## config.mk

```make
export PLATFORM = sky130hd
export DESIGN_NAME = bin_solver_top
export DESIGN_NICKNAME = d
export VERILOG_FILES = /design/src/logic/sat_pkg.sv /design/src/logic/bm_ctrl_pkg.sv /design/src/logic/clause_lane.sv /design/src/logic/clause_store.sv /design/src/logic/bin_search.sv /design/src/logic/bin_ctrl.sv /design/src/logic/bin_solver_top.sv
export SDC_FILE = /design/constraint.sdc
export NUM_CORES = 1
export LEC_CHECK = 0
export ABC_AREA = 1
export CORE_AREA = 2 2 188 190
export DETAILED_ROUTE_END_ITERATION = 12
export DIE_AREA = 0 0 190 192
export DONT_BUFFER_PORTS = 1
export PLACE_DENSITY = 0.83
export SLEW_MARGIN = 20
export SYNTH_ARGS = -nofsm -noshare
export SYNTH_HDL_FRONTEND = slang
export SYNTH_SLANG_ARGS = --single-unit
```

## constraint.sdc

```tcl
create_clock -name clk -period 4.6 [get_ports clk]
set_clock_uncertainty 0.05 [all_clocks]
set_input_delay 0.69 -clock clk [delete_from_list [all_inputs] [get_ports clk]]
set_output_delay 0.69 -clock clk [all_outputs]
set_load 0.02 [all_outputs]
```

## src/logic/sat_pkg.sv

```systemverilog
// fixed format of 4 bins with 4 variables each; a clause may only use variables of its own or earlier bins
package sat_pkg;

    localparam int NUM_BINS        = 4;
    localparam int VARS_PER_BIN    = 4;
    localparam int NUM_VARS        = NUM_BINS * VARS_PER_BIN;
    localparam int VAR_IDX_W       = 4;
    localparam int CLAUSES_PER_BIN = 4;
    localparam int LITS_PER_CLAUSE = 3;

    // literal is {valid, negate, var index}
    localparam int LIT_W       = 2 + VAR_IDX_W;
    localparam int LIT_NEG_BIT = VAR_IDX_W;
    localparam int LIT_VLD_BIT = VAR_IDX_W + 1;
    localparam int CLAUSE_W    = LITS_PER_CLAUSE * LIT_W;

    // bin numbers are 1-based, 0 means before the first bin
    localparam int BIN_ID_W  = 3;
    localparam int BIN_IDX_W = 2;
    localparam int SLOT_W    = 2;

    // store address is {bin index, slot}
    localparam int STORE_ADDR_W = BIN_IDX_W + SLOT_W;

    localparam int LVL_W = 5;

    // candidate counter carries one extra bit to mark an exhausted bin
    localparam int NUM_CANDS = 2 ** VARS_PER_BIN;
    localparam int CNT_W     = VARS_PER_BIN + 1;

endpackage

```

## src/logic/bm_ctrl_pkg.sv

```systemverilog
// controller states and start pulse indices; the state encoding fits in 3 bits
package bm_ctrl_pkg;

    typedef enum logic [2:0] {
        IDLE,
        RD_BIN_INFO,
        LOAD_BIN,
        RUN_CORE,
        UPDATE_BIN,
        GLOBAL_SAT,
        GLOBAL_UNSAT
    } bm_state_e;

    localparam int NUM_STARTS = 4;
    localparam int ST_RDINFO  = 0;
    localparam int ST_LOAD    = 1;
    localparam int ST_CORE    = 2;
    localparam int ST_UPDATE  = 3;

endpackage

```

## src/logic/clause_lane.sv

```systemverilog
// a clause without any valid literal reads as satisfied
`timescale 1ns/1ps

module clause_lane (
    input  logic                         clk,
    input  logic                         rst,
    input  logic                         load_en_i,
    input  logic [sat_pkg::CLAUSE_W-1:0] load_clause_i,
    input  logic [sat_pkg::NUM_VARS-1:0] assign_i,
    output logic                         clause_sat_o
);

    import sat_pkg::*;

    logic [CLAUSE_W-1:0] clause_r;
    logic                any_vld;
    logic                any_true;

    always_ff @(posedge clk)
    begin
        if (!rst)
            clause_r <= '0;
        else if (load_en_i)
            clause_r <= load_clause_i;
    end

    always_comb
    begin : eval
        logic [LIT_W-1:0] lit;
        any_vld  = 1'b0;
        any_true = 1'b0;
        for (int k = 0; k < LITS_PER_CLAUSE; k++)
        begin
            lit = clause_r[k*LIT_W +: LIT_W];
            if (lit[LIT_VLD_BIT])
            begin
                any_vld  = 1'b1;
                any_true = any_true | (assign_i[lit[VAR_IDX_W-1:0]] ^ lit[LIT_NEG_BIT]);
            end
        end
    end

    assign clause_sat_o = !any_vld || any_true;

endmodule

```

## src/logic/clause_store.sv

```systemverilog
// clause memory has no reset so every slot of a used bin must be written before start
`timescale 1ns/1ps

module clause_store (
    input  logic                                clk,
    input  logic                                rst,
    input  logic                                cfg_we_i,
    input  logic [sat_pkg::STORE_ADDR_W-1:0]    cfg_addr_i,
    input  logic [sat_pkg::CLAUSE_W-1:0]        cfg_clause_i,
    input  logic [sat_pkg::BIN_ID_W-1:0]        nb_bins_i,
    input  logic                                start_rdinfo_i,
    output logic                                done_rdinfo_o,
    output logic [sat_pkg::BIN_ID_W-1:0]        nb_all_o,
    input  logic                                start_load_i,
    input  logic [sat_pkg::BIN_ID_W-1:0]        request_bin_i,
    output logic                                done_load_o,
    output logic [sat_pkg::CLAUSES_PER_BIN-1:0] load_en_o,
    output logic [sat_pkg::CLAUSE_W-1:0]        load_clause_o
);

    import sat_pkg::*;

    logic [CLAUSE_W-1:0]  mem_r [NUM_BINS*CLAUSES_PER_BIN];
    logic [BIN_ID_W-1:0]  nb_all_r;
    logic                 busy_r;
    logic [SLOT_W-1:0]    slot_r;
    logic [BIN_IDX_W-1:0] bin_idx_r;
    logic [BIN_ID_W-1:0]  req_m1;

    always_ff @(posedge clk)
    begin
        if (cfg_we_i)
            mem_r[cfg_addr_i] <= cfg_clause_i;
    end

    // request is 1-based
    assign req_m1 = request_bin_i - 1'b1;

    always_ff @(posedge clk)
    begin
        if (start_load_i)
            bin_idx_r <= req_m1[BIN_IDX_W-1:0];
    end

    always_ff @(posedge clk)
    begin
        if (!rst)
        begin
            nb_all_r      <= '0;
            done_rdinfo_o <= 1'b0;
            done_load_o   <= 1'b0;
            busy_r        <= 1'b0;
            slot_r        <= '0;
        end
        else
        begin
            done_rdinfo_o <= start_rdinfo_i;
            if (start_rdinfo_i)
                nb_all_r <= nb_bins_i;
            done_load_o <= busy_r && (slot_r == SLOT_W'(CLAUSES_PER_BIN - 1));
            if (start_load_i)
            begin
                busy_r <= 1'b1;
                slot_r <= '0;
            end
            else if (busy_r)
            begin
                slot_r <= slot_r + 1'b1;
                if (slot_r == SLOT_W'(CLAUSES_PER_BIN - 1))
                    busy_r <= 1'b0;
            end
        end
    end

    // one lane per cycle
    always_comb
    begin
        load_en_o = '0;
        if (busy_r)
            load_en_o[slot_r] = 1'b1;
    end

    assign load_clause_o = mem_r[{bin_idx_r, slot_r}];
    assign nb_all_o      = nb_all_r;

endmodule

```

## src/logic/bin_search.sv

```systemverilog
// one candidate per cycle in increasing order; the lanes must evaluate combinationally
`timescale 1ns/1ps

module bin_search (
    input  logic                                clk,
    input  logic                                rst,
    input  logic [sat_pkg::BIN_ID_W-1:0]        cur_bin_i,
    input  logic                                start_core_i,
    output logic                                done_core_o,
    output logic                                local_sat_o,
    output logic [sat_pkg::LVL_W-1:0]           core_lvl_o,
    output logic [sat_pkg::BIN_ID_W-1:0]        bkt_bin_o,
    input  logic                                start_update_i,
    output logic                                done_update_o,
    input  logic [sat_pkg::CLAUSES_PER_BIN-1:0] lane_sat_i,
    output logic [sat_pkg::NUM_VARS-1:0]        assign_o
);

    import sat_pkg::*;

    logic [NUM_VARS-1:0]  assign_r;
    logic [CNT_W-1:0]     cnt_r [NUM_BINS];
    logic                 running_r;
    logic                 trial_vld_r;
    logic [CNT_W-1:0]     trial_r;
    logic [BIN_ID_W-1:0]  bin_r;
    logic [BIN_ID_W-1:0]  bin_m1;
    logic [BIN_ID_W-1:0]  cur_m1;
    logic [BIN_IDX_W-1:0] bin_idx;
    logic [BIN_IDX_W-1:0] start_idx;
    logic                 exhausted;
    logic                 scan_hit;
    logic                 scan_fail;
    logic                 scan_step;

    assign bin_m1    = bin_r - 1'b1;
    assign cur_m1    = cur_bin_i - 1'b1;
    assign bin_idx   = bin_m1[BIN_IDX_W-1:0];
    assign start_idx = cur_m1[BIN_IDX_W-1:0];

    // counter at NUM_CANDS means nothing is left to try
    assign exhausted = (trial_r == CNT_W'(NUM_CANDS));
    assign scan_hit  = running_r && !exhausted && (&lane_sat_i);
    assign scan_fail = running_r && !scan_hit
                     && (exhausted || trial_r == CNT_W'(NUM_CANDS - 1));
    assign scan_step = running_r && !scan_hit && !scan_fail;

    always_ff @(posedge clk)
    begin
        if (start_core_i)
        begin
            bin_r   <= cur_bin_i;
            trial_r <= cnt_r[start_idx];
        end
        else if (scan_step)
            trial_r <= trial_r + 1'b1;
        if (scan_hit || scan_fail)
        begin
            local_sat_o <= scan_hit;
            bkt_bin_o   <= bin_m1;
            core_lvl_o  <= LVL_W'(scan_hit ? bin_r : bin_m1) * LVL_W'(VARS_PER_BIN);
        end
    end

    always_ff @(posedge clk)
    begin
        if (!rst)
        begin
            running_r     <= 1'b0;
            trial_vld_r   <= 1'b0;
            done_core_o   <= 1'b0;
            done_update_o <= 1'b0;
            assign_r      <= '0;
            for (int b = 0; b < NUM_BINS; b++)
                cnt_r[b] <= '0;
        end
        else
        begin
            done_core_o   <= scan_hit || scan_fail;
            done_update_o <= start_update_i;
            if (start_core_i)
            begin
                running_r   <= 1'b1;
                trial_vld_r <= 1'b1;
            end
            else if (scan_hit)
                running_r <= 1'b0;
            else if (scan_fail)
            begin
                // a later return to this bin starts over from zero
                running_r   <= 1'b0;
                trial_vld_r <= 1'b0;
                cnt_r[bin_idx] <= '0;
                assign_r[bin_idx*VARS_PER_BIN +: VARS_PER_BIN] <= '0;
            end
            else if (start_update_i)
            begin
                trial_vld_r <= 1'b0;
                cnt_r[bin_idx] <= trial_r + 1'b1;
                assign_r[bin_idx*VARS_PER_BIN +: VARS_PER_BIN] <= trial_r[VARS_PER_BIN-1:0];
            end
        end
    end

    // trial value replaces the current bin's committed variables
    always_comb
    begin
        assign_o = assign_r;
        if (trial_vld_r)
            assign_o[bin_idx*VARS_PER_BIN +: VARS_PER_BIN] = trial_r[VARS_PER_BIN-1:0];
    end

    a_no_restart: assert property (@(posedge clk) disable iff (!rst) start_core_i |-> !running_r)
        else $error("start_core while scan is running");

endmodule

```

## src/logic/bin_ctrl.sv

```systemverilog
// runs bins in order with chronological backtracking; nb_all_i must lie in 1 to NUM_BINS
`timescale 1ns/1ps

module bin_ctrl (
    input  logic                         clk,
    input  logic                         rst,
    input  logic                         start_i,
    output logic                         done_o,
    output logic                         sat_o,
    output logic                         unsat_o,
    output logic [sat_pkg::BIN_ID_W-1:0] cur_bin_o,
    output logic [sat_pkg::LVL_W-1:0]    cur_lvl_o,
    output logic                         start_rdinfo_o,
    input  logic                         done_rdinfo_i,
    input  logic [sat_pkg::BIN_ID_W-1:0] nb_all_i,
    output logic                         start_load_o,
    input  logic                         done_load_i,
    output logic                         start_core_o,
    input  logic                         done_core_i,
    input  logic                         local_sat_i,
    input  logic [sat_pkg::LVL_W-1:0]    core_lvl_i,
    input  logic [sat_pkg::BIN_ID_W-1:0] bkt_bin_i,
    output logic                         start_update_o,
    input  logic                         done_update_i
);

    import sat_pkg::*;
    import bm_ctrl_pkg::*;

    bm_state_e             state_r;
    bm_state_e             state_n;
    logic                  entry_r;
    logic [BIN_ID_W-1:0]   cur_bin_r;
    logic [NUM_STARTS-1:0] starts;

    always_comb
    begin
        state_n = state_r;
        case (state_r)
            IDLE:
                if (start_i)
                    state_n = RD_BIN_INFO;
            RD_BIN_INFO:
                if (done_rdinfo_i)
                    state_n = LOAD_BIN;
            LOAD_BIN:
                if (done_load_i)
                    state_n = RUN_CORE;
            RUN_CORE:
                if (done_core_i)
                begin
                    if (local_sat_i && cur_bin_r == nb_all_i)
                        state_n = GLOBAL_SAT;
                    else if (local_sat_i)
                        state_n = UPDATE_BIN;
                    else if (bkt_bin_i == '0)
                        state_n = GLOBAL_UNSAT;
                    else
                        state_n = LOAD_BIN;
                end
            UPDATE_BIN:
                if (done_update_i)
                    state_n = LOAD_BIN;
            GLOBAL_SAT,
            GLOBAL_UNSAT:
                state_n = state_r;
            default:
                state_n = IDLE;
        endcase
    end

    always_ff @(posedge clk)
    begin
        if (!rst)
        begin
            state_r <= IDLE;
            entry_r <= 1'b0;
        end
        else
        begin
            state_r <= state_n;
            // high in the first cycle of a new state
            entry_r <= (state_n != state_r);
        end
    end

    // each start fires in the second cycle of its state
    always_ff @(posedge clk)
    begin
        if (!rst)
        begin
            start_rdinfo_o <= 1'b0;
            start_load_o   <= 1'b0;
            start_core_o   <= 1'b0;
            start_update_o <= 1'b0;
        end
        else
        begin
            start_rdinfo_o <= entry_r && (state_r == RD_BIN_INFO);
            start_load_o   <= entry_r && (state_r == LOAD_BIN);
            start_core_o   <= entry_r && (state_r == RUN_CORE);
            start_update_o <= entry_r && (state_r == UPDATE_BIN);
        end
    end

    always_ff @(posedge clk)
    begin
        if (!rst)
        begin
            cur_bin_r <= BIN_ID_W'(1);
            cur_lvl_o <= '0;
        end
        else
        begin
            if (state_r == UPDATE_BIN && done_update_i)
                cur_bin_r <= cur_bin_r + 1'b1;
            else if (state_r == RUN_CORE && done_core_i && !local_sat_i && bkt_bin_i != '0)
                cur_bin_r <= bkt_bin_i;
            if (state_r == RUN_CORE && done_core_i)
                cur_lvl_o <= core_lvl_i;
        end
    end

    // final flags hold until reset
    always_ff @(posedge clk)
    begin
        if (!rst)
        begin
            done_o  <= 1'b0;
            sat_o   <= 1'b0;
            unsat_o <= 1'b0;
        end
        else
        begin
            if (state_r == GLOBAL_SAT)
            begin
                done_o <= 1'b1;
                sat_o  <= 1'b1;
            end
            if (state_r == GLOBAL_UNSAT)
            begin
                done_o  <= 1'b1;
                unsat_o <= 1'b1;
            end
        end
    end

    assign cur_bin_o = cur_bin_r;

    assign starts[ST_RDINFO] = start_rdinfo_o;
    assign starts[ST_LOAD]   = start_load_o;
    assign starts[ST_CORE]   = start_core_o;
    assign starts[ST_UPDATE] = start_update_o;

    // a unit answers no earlier than the cycle after its start
    a_pulse_onehot: assert property (@(posedge clk) disable iff (!rst)
        $onehot0({starts, done_rdinfo_i, done_load_i, done_core_i, done_update_i}))
        else $error("start and done pulses overlap");

    a_result_excl: assert property (@(posedge clk) disable iff (!rst) !(sat_o && unsat_o))
        else $error("sat and unsat both set");

endmodule

```

## src/logic/bin_solver_top.sv

```systemverilog
// nb_bins_i is sampled once per run and clauses must be written before start_i
`timescale 1ns/1ps

module bin_solver_top (
    input  logic                             clk,
    input  logic                             rst,
    input  logic                             cfg_we_i,
    input  logic [sat_pkg::STORE_ADDR_W-1:0] cfg_addr_i,
    input  logic [sat_pkg::CLAUSE_W-1:0]     cfg_clause_i,
    input  logic [sat_pkg::BIN_ID_W-1:0]     nb_bins_i,
    input  logic                             start_i,
    output logic                             done_o,
    output logic                             sat_o,
    output logic                             unsat_o,
    output logic [sat_pkg::BIN_ID_W-1:0]     cur_bin_o,
    output logic [sat_pkg::LVL_W-1:0]        cur_lvl_o,
    output logic [sat_pkg::NUM_VARS-1:0]     assign_o
);

    import sat_pkg::*;

    logic                       start_rdinfo;
    logic                       done_rdinfo;
    logic [BIN_ID_W-1:0]        nb_all;
    logic                       start_load;
    logic                       done_load;
    logic                       start_core;
    logic                       done_core;
    logic                       local_sat;
    logic [LVL_W-1:0]           core_lvl;
    logic [BIN_ID_W-1:0]        bkt_bin;
    logic                       start_update;
    logic                       done_update;
    logic [CLAUSES_PER_BIN-1:0] load_en;
    logic [CLAUSE_W-1:0]        load_clause;
    logic [CLAUSES_PER_BIN-1:0] lane_sat;

    bin_ctrl u_ctrl (
        .clk            (clk),
        .rst            (rst),
        .start_i        (start_i),
        .done_o         (done_o),
        .sat_o          (sat_o),
        .unsat_o        (unsat_o),
        .cur_bin_o      (cur_bin_o),
        .cur_lvl_o      (cur_lvl_o),
        .start_rdinfo_o (start_rdinfo),
        .done_rdinfo_i  (done_rdinfo),
        .nb_all_i       (nb_all),
        .start_load_o   (start_load),
        .done_load_i    (done_load),
        .start_core_o   (start_core),
        .done_core_i    (done_core),
        .local_sat_i    (local_sat),
        .core_lvl_i     (core_lvl),
        .bkt_bin_i      (bkt_bin),
        .start_update_o (start_update),
        .done_update_i  (done_update)
    );

    clause_store u_store (
        .clk            (clk),
        .rst            (rst),
        .cfg_we_i       (cfg_we_i),
        .cfg_addr_i     (cfg_addr_i),
        .cfg_clause_i   (cfg_clause_i),
        .nb_bins_i      (nb_bins_i),
        .start_rdinfo_i (start_rdinfo),
        .done_rdinfo_o  (done_rdinfo),
        .nb_all_o       (nb_all),
        .start_load_i   (start_load),
        .request_bin_i  (cur_bin_o),
        .done_load_o    (done_load),
        .load_en_o      (load_en),
        .load_clause_o  (load_clause)
    );

    for (genvar g = 0; g < CLAUSES_PER_BIN; g++)
    begin : g_lane
        clause_lane u_lane (
            .clk           (clk),
            .rst           (rst),
            .load_en_i     (load_en[g]),
            .load_clause_i (load_clause),
            .assign_i      (assign_o),
            .clause_sat_o  (lane_sat[g])
        );
    end

    bin_search u_search (
        .clk            (clk),
        .rst            (rst),
        .cur_bin_i      (cur_bin_o),
        .start_core_i   (start_core),
        .done_core_o    (done_core),
        .local_sat_o    (local_sat),
        .core_lvl_o     (core_lvl),
        .bkt_bin_o      (bkt_bin),
        .start_update_i (start_update),
        .done_update_o  (done_update),
        .lane_sat_i     (lane_sat),
        .assign_o       (assign_o)
    );

endmodule

```

Word-level counts from Yosys, hierarchy flattened. Memories as Yosys holds them, arrays and structs flattened. Cells that the tools add are included.

Add/subtract/negate cells: 6. Magnitude comparators: 14. Equal/unequal tests: 12. Shifts and indexed selects: 3. Muxes and demuxes: 100. Bitwise gates (word level): 24. Reduce and logical (&&, ||, !) cells: 45.

Operators with widths (count): two-way mux 1 bit (64); less-than comparator 4 x 5 -> 1 bit (second input constant) (12); binary-select mux 1 bit (select 4 bit) (12); two-way mux 16 bit (3); negation 4 -> 34 bit (1); variable shift 4 x 34 -> 16 bit (first input constant) (1); indexed part select 4 x 34 -> 16 bit (1); indexed part select 4 x 34 -> 16 bit (first input constant) (1); two-way mux 3 bit (11); bitwise mux 16 bit (2); two-way mux 5 bit (4); case mux 3 bit (6 select lines) (1); logical AND 1 bit (16); XOR 1 bit (12); == test 3 bit (second input constant) (3); OR 1 bit (9); nonzero test 3 bit (3); logical NOT 1 bit (8); nonzero test 2 bit (4); == test 3 x 2 -> 1 bit (second input constant) (2); logical NOT 3 bit (2); logical OR 1 bit (6); adder 5 x 1 -> 5 bit (second input constant) (1); == test 5 x 4 -> 1 bit (second input constant) (1); other kinds (21) (24).

Bits in registers: 134. Bits in writable memories: 308. Input port bits: 29. Output and inout port bits: 27. Logic and storage cells: 237. Memories: 2.

Memories: u_store.mem_r (depth 16, bits a word 18, rd ports 1, clocked after memory_dff 0, wr ports 1, RTL line clause_store.sv:23) `logic [CLAUSE_W-1:0] mem_r [NUM_BINS*CLAUSES_PER_BIN];`; u_search.cnt_r (depth 4, bits a word 5, rd ports 1, clocked after memory_dff 0, wr ports 4, RTL line bin_search.sv:22) `logic [CNT_W-1:0] cnt_r [NUM_BINS];`.

Logic depth before layout (Yosys ltp).
Word-level depth: 27. Depth in mapped cells: 26. Depth with buffers taken out: 26.

Modules after synthesis. From an unflattened synthesis, not the netlist that was laid out.

Cell total of the unflattened synthesis: 2535. Area total of the unflattened synthesis: 21886.0 um^2.

By module, submodules not included: clause_store (instances 1, cells each 1235, area each 12841.1 um^2, sequential area each 8868.5 um^2); clause_lane (instances 4, cells each 204, area each 1268.7 um^2, sequential area each 360.3 um^2); bin_search (instances 1, cells each 351, area each 3057.9 um^2, sequential area each 1451.4 um^2); bin_ctrl (instances 1, cells each 133, area each 912.1 um^2, sequential area each 380.4 um^2).

Worst setup path before layout. No wires, ideal clock.

Path type: flip-flop to flip-flop. From: register u_search.bin_r[0]. To: memory u_search.cnt_r[1][0] (netlist name) (enable). Library setup time: 374 ps. Arrival time: 3224 ps. Data required time: 4176 ps. Setup slack: 952 ps. Stages on the path, launching flop included: 25. Buffers on the path: 2. Clock period less this slack: 3648 ps. Cell sequence: edfxtp_1 -> inv_2 -> ha_1 -> nand2_2 -> clkinv_2 -> nand2_2 -> nand3_2 -> and2_1 -> buf_4 -> nand2_1 -> nand3_1 -> nand3_1 -> nand3_1 -> nand2_1 -> nand2_1 -> nand3_1 -> nand2_1 -> nor2_1 -> nor2_1 -> nand3_2 -> inv_2 -> nor2_8 -> buf_6 -> nand2_1 -> o21ai_0.

RTL lines: from (decl) (RTL line bin_search.sv:26) `logic [BIN_ID_W-1:0] bin_r;`; from (signal assigned) (RTL line bin_search.sv:52) `bin_r <= cur_bin_i;`; to (decl) (RTL line bin_search.sv:22).

Worst setup path after layout.
From: register u_search.bin_r[1]. To: register u_search.trial_r[4] (enable).

Cells in the longest elaborated chain, start to end: 22. Elaborated cells between the ends (all ways): 74. Classes of those cells: 2 x add/sub; 2 x shift; 38 x mux; 20 x bitwise; 12 x reduce/logical.

RTL lines: subtractor 3 x 1 -> 3 bit (*) (RTL line bin_search.sv:36) `assign bin_m1 = bin_r - 1'b1;`; negation 4 -> 34 bit (*) (RTL line bin_search.sv:110) `assign_o[bin_idx*VARS_PER_BIN +: VARS_PER_BIN] = trial_r[VARS_PER_BIN-1:0];`; indexed part select 4 x 34 -> 16 bit or variable shift 4 x 34 -> 16 bit (tied branches) (RTL line bin_search.sv:110); bitwise mux 16 bit (*) (RTL line bin_search.sv:110); two-way mux 16 bit (*) (RTL line bin_search.sv:109) `if (trial_vld_r)`; binary-select mux 1 bit (select 4 bit) (RTL line clause_lane.sv:38) `any_true = any_true | (assign_i[lit[VAR_IDX_W-1:0]] ^ lit[LIT_NEG_BIT]);`; two-way mux 1 bit (implied by the code) (RTL line clause_lane.sv:38); XOR 1 bit (RTL line clause_lane.sv:38); [... 6 more ...]; AND reduction 4 bit (*) (RTL line bin_search.sv:43) `assign scan_hit = running_r && !exhausted && (&lane_sat_i);`; logical AND 1 bit (*) (RTL line bin_search.sv:43); logical NOT 1 bit (*) (RTL line bin_search.sv:44, bin_search.sv:46); logical AND 1 bit (*) (RTL line bin_search.sv:44, bin_search.sv:46); logical AND 1 bit (RTL line bin_search.sv:45) `&& (exhausted || trial_r == CNT_W'(NUM_CANDS - 1));`; logical NOT 1 bit (RTL line bin_search.sv:46) `assign scan_step = running_r && !scan_hit && !scan_fail;`; logical AND 1 bit (*) (RTL line bin_search.sv:46); nonzero test 2 bit (no source line) (*); to (signal assigned) (RTL line bin_search.sv:53) `trial_r <= cnt_r[start_idx];`; to (signal assigned) (RTL line bin_search.sv:56) `trial_r <= trial_r + 1'b1;`; to (decl) (RTL line bin_search.sv:25) `logic [CNT_W-1:0] trial_r;`.

Every way passes the cells marked *; elsewhere a longest branch is shown, timed or not. The select of a mux whose other input is x is not followed. A chain may end at the register's enable or synchronous reset.

==> report_table.html <==
<table>
<tr><th>Metric</th><th>Value</th></tr>
<tr><th colspan="2">Power</th></tr>
<tr><td>Power density cells</td><td>363 nW/µm²</td></tr>
<tr><td>Leakage power</td><td>8.19 nW</td></tr>
<tr><td>VDD IR-drop max</td><td>0.385 mV</td></tr>
<tr><th colspan="2">Run status</th></tr>
<tr><td>Run status</td><td>complete, no violations</td></tr>
<tr><th colspan="2">Logic synthesis</th></tr>
<tr><td>Biggest area consumer among synthesized cells</td><td>sky130_fd_sc_hd__edfxtp_1</td></tr>
<tr><td>Synth unique cells</td><td>41</td></tr>
<tr><td>Largest family of logic cells by synthesized area</td><td>simple AND/OR/NAND/NOR gates</td></tr>
<tr><td>Most area-consuming cells after synthesis</td><td>sky130_fd_sc_hd__edfxtp_1, sky130_fd_sc_hd__dfxtp_1, sky130_fd_sc_hd__nand3_1</td></tr>
<tr><td>Area share of fa/ha/maj cells after synthesis</td><td>0.794%</td></tr>
<tr><td>Register bit count reported by yosys</td><td>442</td></tr>
<tr><td>Most frequently used flop master after synthesis</td><td>sky130_fd_sc_hd__edfxtp_1</td></tr>
<tr><td>EDFF count, synth</td><td>325</td></tr>
<tr><td>Most common cell in the synthesized netlist</td><td>sky130_fd_sc_hd__nand3_1</td></tr>
<tr><td>Async set-or-reset flop fraction in the synthesized netlist</td><td>0%</td></tr>
<tr><td>Synthesized area per cell</td><td>9.48 µm²</td></tr>
<tr><td>Area fraction in and, or, nand and nor cells after synthesis</td><td>20.2%</td></tr>
<tr><td>Cells after Synth</td><td>2161</td></tr>
<tr><td>Proportion of netlist area held by the largest area contributor</td><td>47.6%</td></tr>
<tr><td>Post-synth design cell area</td><td>20500 µm²</td></tr>
<tr><td>Sequential cell area fraction in the yosys report</td><td>59.1%</td></tr>
<tr><td>Commonest cells in the netlist</td><td>sky130_fd_sc_hd__nand3_1, sky130_fd_sc_hd__edfxtp_1, sky130_fd_sc_hd__o21ai_0</td></tr>
<tr><td>Share of cell area taken by muxes after synthesis</td><td>0%</td></tr>
<tr><td>Synthesis warning total</td><td>0</td></tr>
<tr><td>Xor and xnor fraction of the mapped netlist area</td><td>0.427%</td></tr>
<tr><td>Share of the synthesized area in compound gates (AO/OA/AOI/OAI)</td><td>12.5%</td></tr>
<tr><th colspan="2">Worst hold path</th></tr>
<tr><td>Min-delay worst type</td><td>input port to flop</td></tr>
<tr><th colspan="2">Timing</th></tr>
<tr><td>Setup repair after global routing missed its margin</td><td>no</td></tr>
<tr><td>Tcrit/Tclk final</td><td>91.3%</td></tr>
<tr><td>Final TNS setup</td><td>0 ns</td></tr>
<tr><td>Fin. max-slew vios</td><td>0</td></tr>
<tr><td>Worst slew margin</td><td>28.5%</td></tr>
<tr><td>Final critical path time including I/O delays and setup</td><td>4.20 ns</td></tr>
<tr><td>Final hold violation count</td><td>0</td></tr>
<tr><td>Least-Margin Pin Slew</td><td>1.07 ns</td></tr>
<tr><td>Final count of negative-setup-slack endpoints</td><td>0</td></tr>
<tr><td>Top achievable clock speed</td><td>0.238 GHz</td></tr>
<tr><th colspan="2">Finish</th></tr>
<tr><td>Growth of design area from synthesis to finish</td><td>9.17%</td></tr>
<tr><td>Share of layout cells above drive strength 1</td><td>8.67%</td></tr>
<tr><td>Final design utilization</td><td>65.2%</td></tr>
<tr><td>Number of nets in the layout</td><td>2165</td></tr>
<tr><td>Register area</td><td>12100 µm²</td></tr>
<tr><td>Layout fillers</td><td>2578</td></tr>
<tr><td>Multi-input gate area in the final layout</td><td>7020 µm²</td></tr>
<tr><th colspan="2">CTS</th></tr>
<tr><td>CTS tree</td><td>yes</td></tr>
<tr><td>TritonCTS sink count</td><td>442</td></tr>
<tr><td>Post-CTS resize count</td><td>0</td></tr>
<tr><td>Postcts setup bufs</td><td>0</td></tr>
<tr><td>Insertion delay to the later sink of the worst-skew pair</td><td>0.60 ns</td></tr>
<tr><td>Count of H-tree levels built during CTS</td><td>2</td></tr>
<tr><td>Clock tree buffer depth</td><td>3</td></tr>
<tr><td>Worst-path clk slew</td><td>0.07 ns</td></tr>
<tr><td>Number of buffers created by CTS</td><td>46</td></tr>
<tr><td>Post-CTS Hold Fix Bufs</td><td>0</td></tr>
<tr><td>Clock root buffer master</td><td>sky130_fd_sc_hd__clkbuf_16</td></tr>
<tr><th colspan="2">Worst setup path</th></tr>
<tr><td>Cell occurring most often along the worst timing path</td><td>sky130_fd_sc_hd__nand3_1</td></tr>
<tr><td>CP required</td><td>4.82 ns</td></tr>
<tr><td>CP endpoint kind</td><td>flop</td></tr>
<tr><td>Highest-delay cell along the critical path</td><td>sky130_fd_sc_hd__nand3_1</td></tr>
<tr><td>Worst-path fanout max</td><td>17</td></tr>
<tr><td>Highest cell delay on the worst timing path</td><td>0.53 ns</td></tr>
<tr><td>Critical Path Start Type</td><td>flop</td></tr>
<tr><td>Critical path origin</td><td>u_search.bin_r[1]</td></tr>
<tr><td>Flop2flop setup slack</td><td>0.40 ns</td></tr>
<tr><td>Source of the worst register-to-register timing path</td><td>u_search.bin_r[1]</td></tr>
<tr><td>Endpoint of the worst setup timing path</td><td>u_search.trial_r[4]</td></tr>
<tr><td>Reg-to-Reg End</td><td>u_search.trial_r[4]</td></tr>
<tr><td>Number of cells on the worst reg-to-reg path</td><td>19</td></tr>
<tr><td>CP Cell Sequence</td><td>inv_1 -&gt; ha_1 -&gt; nor2_1 -&gt; nand3_1 -&gt; nand3_1 -&gt; and2_1 -&gt; nand2_1 -&gt; nand3_1 -&gt; nand3_1 -&gt; nand3_1 -&gt; nand2_1 -&gt; nand2_1 -&gt; nand3_1 -&gt; nand3_1 -&gt; nand3_2 -&gt; nand3_2 -&gt; buf_4 -&gt; nand4_2 -&gt; nand2_1</td></tr>
<tr><td>Arrival time of the worst setup path</td><td>4.42 ns</td></tr>
<tr><td>Critical path type</td><td>flop to flop</td></tr>
<tr><th colspan="2">Placement</th></tr>
<tr><td>Half-perimeter wire length after placement</td><td>34300 µm</td></tr>
<tr><td>Number of buffers inserted by port buffering</td><td>0</td></tr>
<tr><td>Final GP Congestion</td><td>0.962</td></tr>
<tr><th colspan="2">Die</th></tr>
<tr><td>Width of the die</td><td>190 µm</td></tr>
<tr><td>Floorplan die area</td><td>36500 µm²</td></tr>
<tr><td>Starting Density</td><td>59.8%</td></tr>
<tr><td>Core area</td><td>34300 µm²</td></tr>
<tr><td>Top Ports</td><td>56</td></tr>
<tr><td>Die Height</td><td>192 µm</td></tr>
<tr><td>Number of placement rows</td><td>68</td></tr>
<tr><th colspan="2">Global route</th></tr>
<tr><td>First-pass GRT wire length</td><td>86300 µm</td></tr>
<tr><td>GRT busiest layer</td><td>met2</td></tr>
<tr><td>Vias in the first global route</td><td>15900</td></tr>
<tr><td>Met3 routing resource usage after global routing</td><td>6.38%</td></tr>
<tr><td>Total global routing overflow</td><td>0</td></tr>
<tr><td>Met1 GRT Util</td><td>39.5%</td></tr>
<tr><td>Total global routing track utilization</td><td>31.0%</td></tr>
<tr><td>GR met2 Demand/Resource</td><td>49.9%</td></tr>
<tr><td>Number of antenna violations at the first check in global routing</td><td>0</td></tr>
<tr><td>Largest net degree at the start of global routing</td><td>104</td></tr>
<tr><th colspan="2">Route</th></tr>
<tr><td>Detailed-router iteration count before antenna repair</td><td>6</td></tr>
<tr><td>Residual DRC</td><td>0</td></tr>
<tr><td>Vias post-DR</td><td>16400</td></tr>
<tr><td>Average via count per standard cell</td><td>6.28</td></tr>
<tr><td>Antenna violation net count after detailed routing</td><td>0</td></tr>
<tr><td>Wirelength per Cell</td><td>21.4 µm</td></tr>
<tr><td>Number of design-rule violations left by the first detailed-router iteration</td><td>1982</td></tr>
<tr><td>Final WL</td><td>55800 µm</td></tr>
<tr><th colspan="2">Flow run</th></tr>
<tr><td>Max-cap check violation count</td><td>0</td></tr>
</table>
kinds of logic after synthesis:
group / Yosys count
buffers and inverters: 349
other: 1
and+or+nand+nor: 894
adders and majority gates: 13
DFF: 442
xor gates and xnor gates: 10
AOI/OAI and AO/OA: 452
sequential cells by signal, summed over array words and instances, names as in the netlist, 5 cells and up:
signal and count:
g_lane.u_lane.clause_r 72, u_search.assign_r 16, u_search.cnt_r 20, u_store.mem_r 288, u_search.trial_r 5
power breakdown:
part,total [mW],switching (mW),internal (mW)
Clock,3.67,1.57,2.10
Sequential,4.35,0.0165,4.33
Combinational,0.0981,0.0770,0.0211
critical path, delay by kind of cell, from the launching register on:
kind,cells,cell delay [ns]
fa+ha+maj,1,0.35
simple gates,16,2.64
buf+inv,2,0.43
flops,1,0.42
cell type report:
type,count,area share [%]
diodes,1,0.0112
clock buffers,61,5.63
clock inverters,22,0.973
inverters,208,3.51
multi-input cells,1371,31.4
flip-flops and latches,442,54.1
well taps,455,2.55
repair buffers,54,1.81
how the worst min path moves through the flow:
stage	slack [ns]	to	depth (start not counted)	startpoint
2_1_floorplan	0.39	u_store.done_rdinfo_o	2	u_ctrl.start_rdinfo_o
3_3_place_gp	0.41	u_search.assign_r[5]	2	u_search.assign_r[5]
3_5_place_dp	0.42	u_search.assign_r[15]	2	u_search.assign_r[15]
4_1_cts	0.12	u_store.mem_r[8][5]	0	cfg_clause_i[5]
5_1_grt	0.12	u_store.mem_r[8][5]	0	cfg_clause_i[5]
6_report	0.13	u_store.mem_r[8][5]	0	cfg_clause_i[5]
layout by cell type (no fill, tap or decap), types with 2 or more instances in the layout:
master and count:
sky130_fd_sc_hd__clkbuf_1 11, sky130_fd_sc_hd__clkbuf_8 3, sky130_fd_sc_hd__inv_2 9, sky130_fd_sc_hd__and2_1 16
sky130_fd_sc_hd__or2_2 17, sky130_fd_sc_hd__nand4_1 23, sky130_fd_sc_hd__nand3_2 8, sky130_fd_sc_hd__o22ai_1 26
sky130_fd_sc_hd__nor2_1 212, sky130_fd_sc_hd__edfxtp_1 325, sky130_fd_sc_hd__o31ai_1 2, sky130_fd_sc_hd__nor3_2 8
sky130_fd_sc_hd__nor2_4 7, sky130_fd_sc_hd__xnor2_1 3, sky130_fd_sc_hd__nor2_2 8, sky130_fd_sc_hd__a2111oi_0 2
sky130_fd_sc_hd__a31oi_1 3, sky130_fd_sc_hd__dfxtp_1 115, sky130_fd_sc_hd__nor3_1 2, sky130_fd_sc_hd__a21oi_1 95
sky130_fd_sc_hd__nand2_1 211, sky130_fd_sc_hd__o211ai_1 23, sky130_fd_sc_hd__o221ai_1 51, sky130_fd_sc_hd__buf_4 54
sky130_fd_sc_hd__nand3_1 371, sky130_fd_sc_hd__nand2_2 7, sky130_fd_sc_hd__conb_1 2, sky130_fd_sc_hd__inv_1 182
sky130_fd_sc_hd__o21ai_0 246, sky130_fd_sc_hd__ha_1 13, sky130_fd_sc_hd__clkbuf_16 47, sky130_fd_sc_hd__clkinv_1 26
sky130_fd_sc_hd__a211oi_1 2, sky130_fd_sc_hd__bufinv_16 3, sky130_fd_sc_hd__xor2_1 7, sky130_fd_sc_hd__clkinv_2 5
per-stage QoR:
| step | std cells | setup WS (ns) | hold slack (ns) | power [mW] | area (µm²) |
|---|---|---|---|---|---|
| floorplan | 2162 | 0.952 | 0.386 | 4.49 | 20500 |
| global placement | 2530 | 0.622 | 0.409 | 4.52 | 20900 |
| detailed placement | 2530 | 0.526 | 0.419 | 4.53 | 20900 |
| CTS | 2613 | 0.502 | 0.116 | 8.13 | 22400 |
| global route | 2613 | 0.0869 | 0.117 | 8.29 | 22400 |
| finish | 2614 | 0.400 | 0.128 | 8.11 | 22400 |
layer usage:
layer  part of all wire (%)  vias to the layer above
met5                      0                        -
met4                    4.5                        0
met3                     11                      202
met2                     47                      970
met1                     38                     7714
li1                       -                     7530
Note: power is estimated with default switching activity, not from simulation.
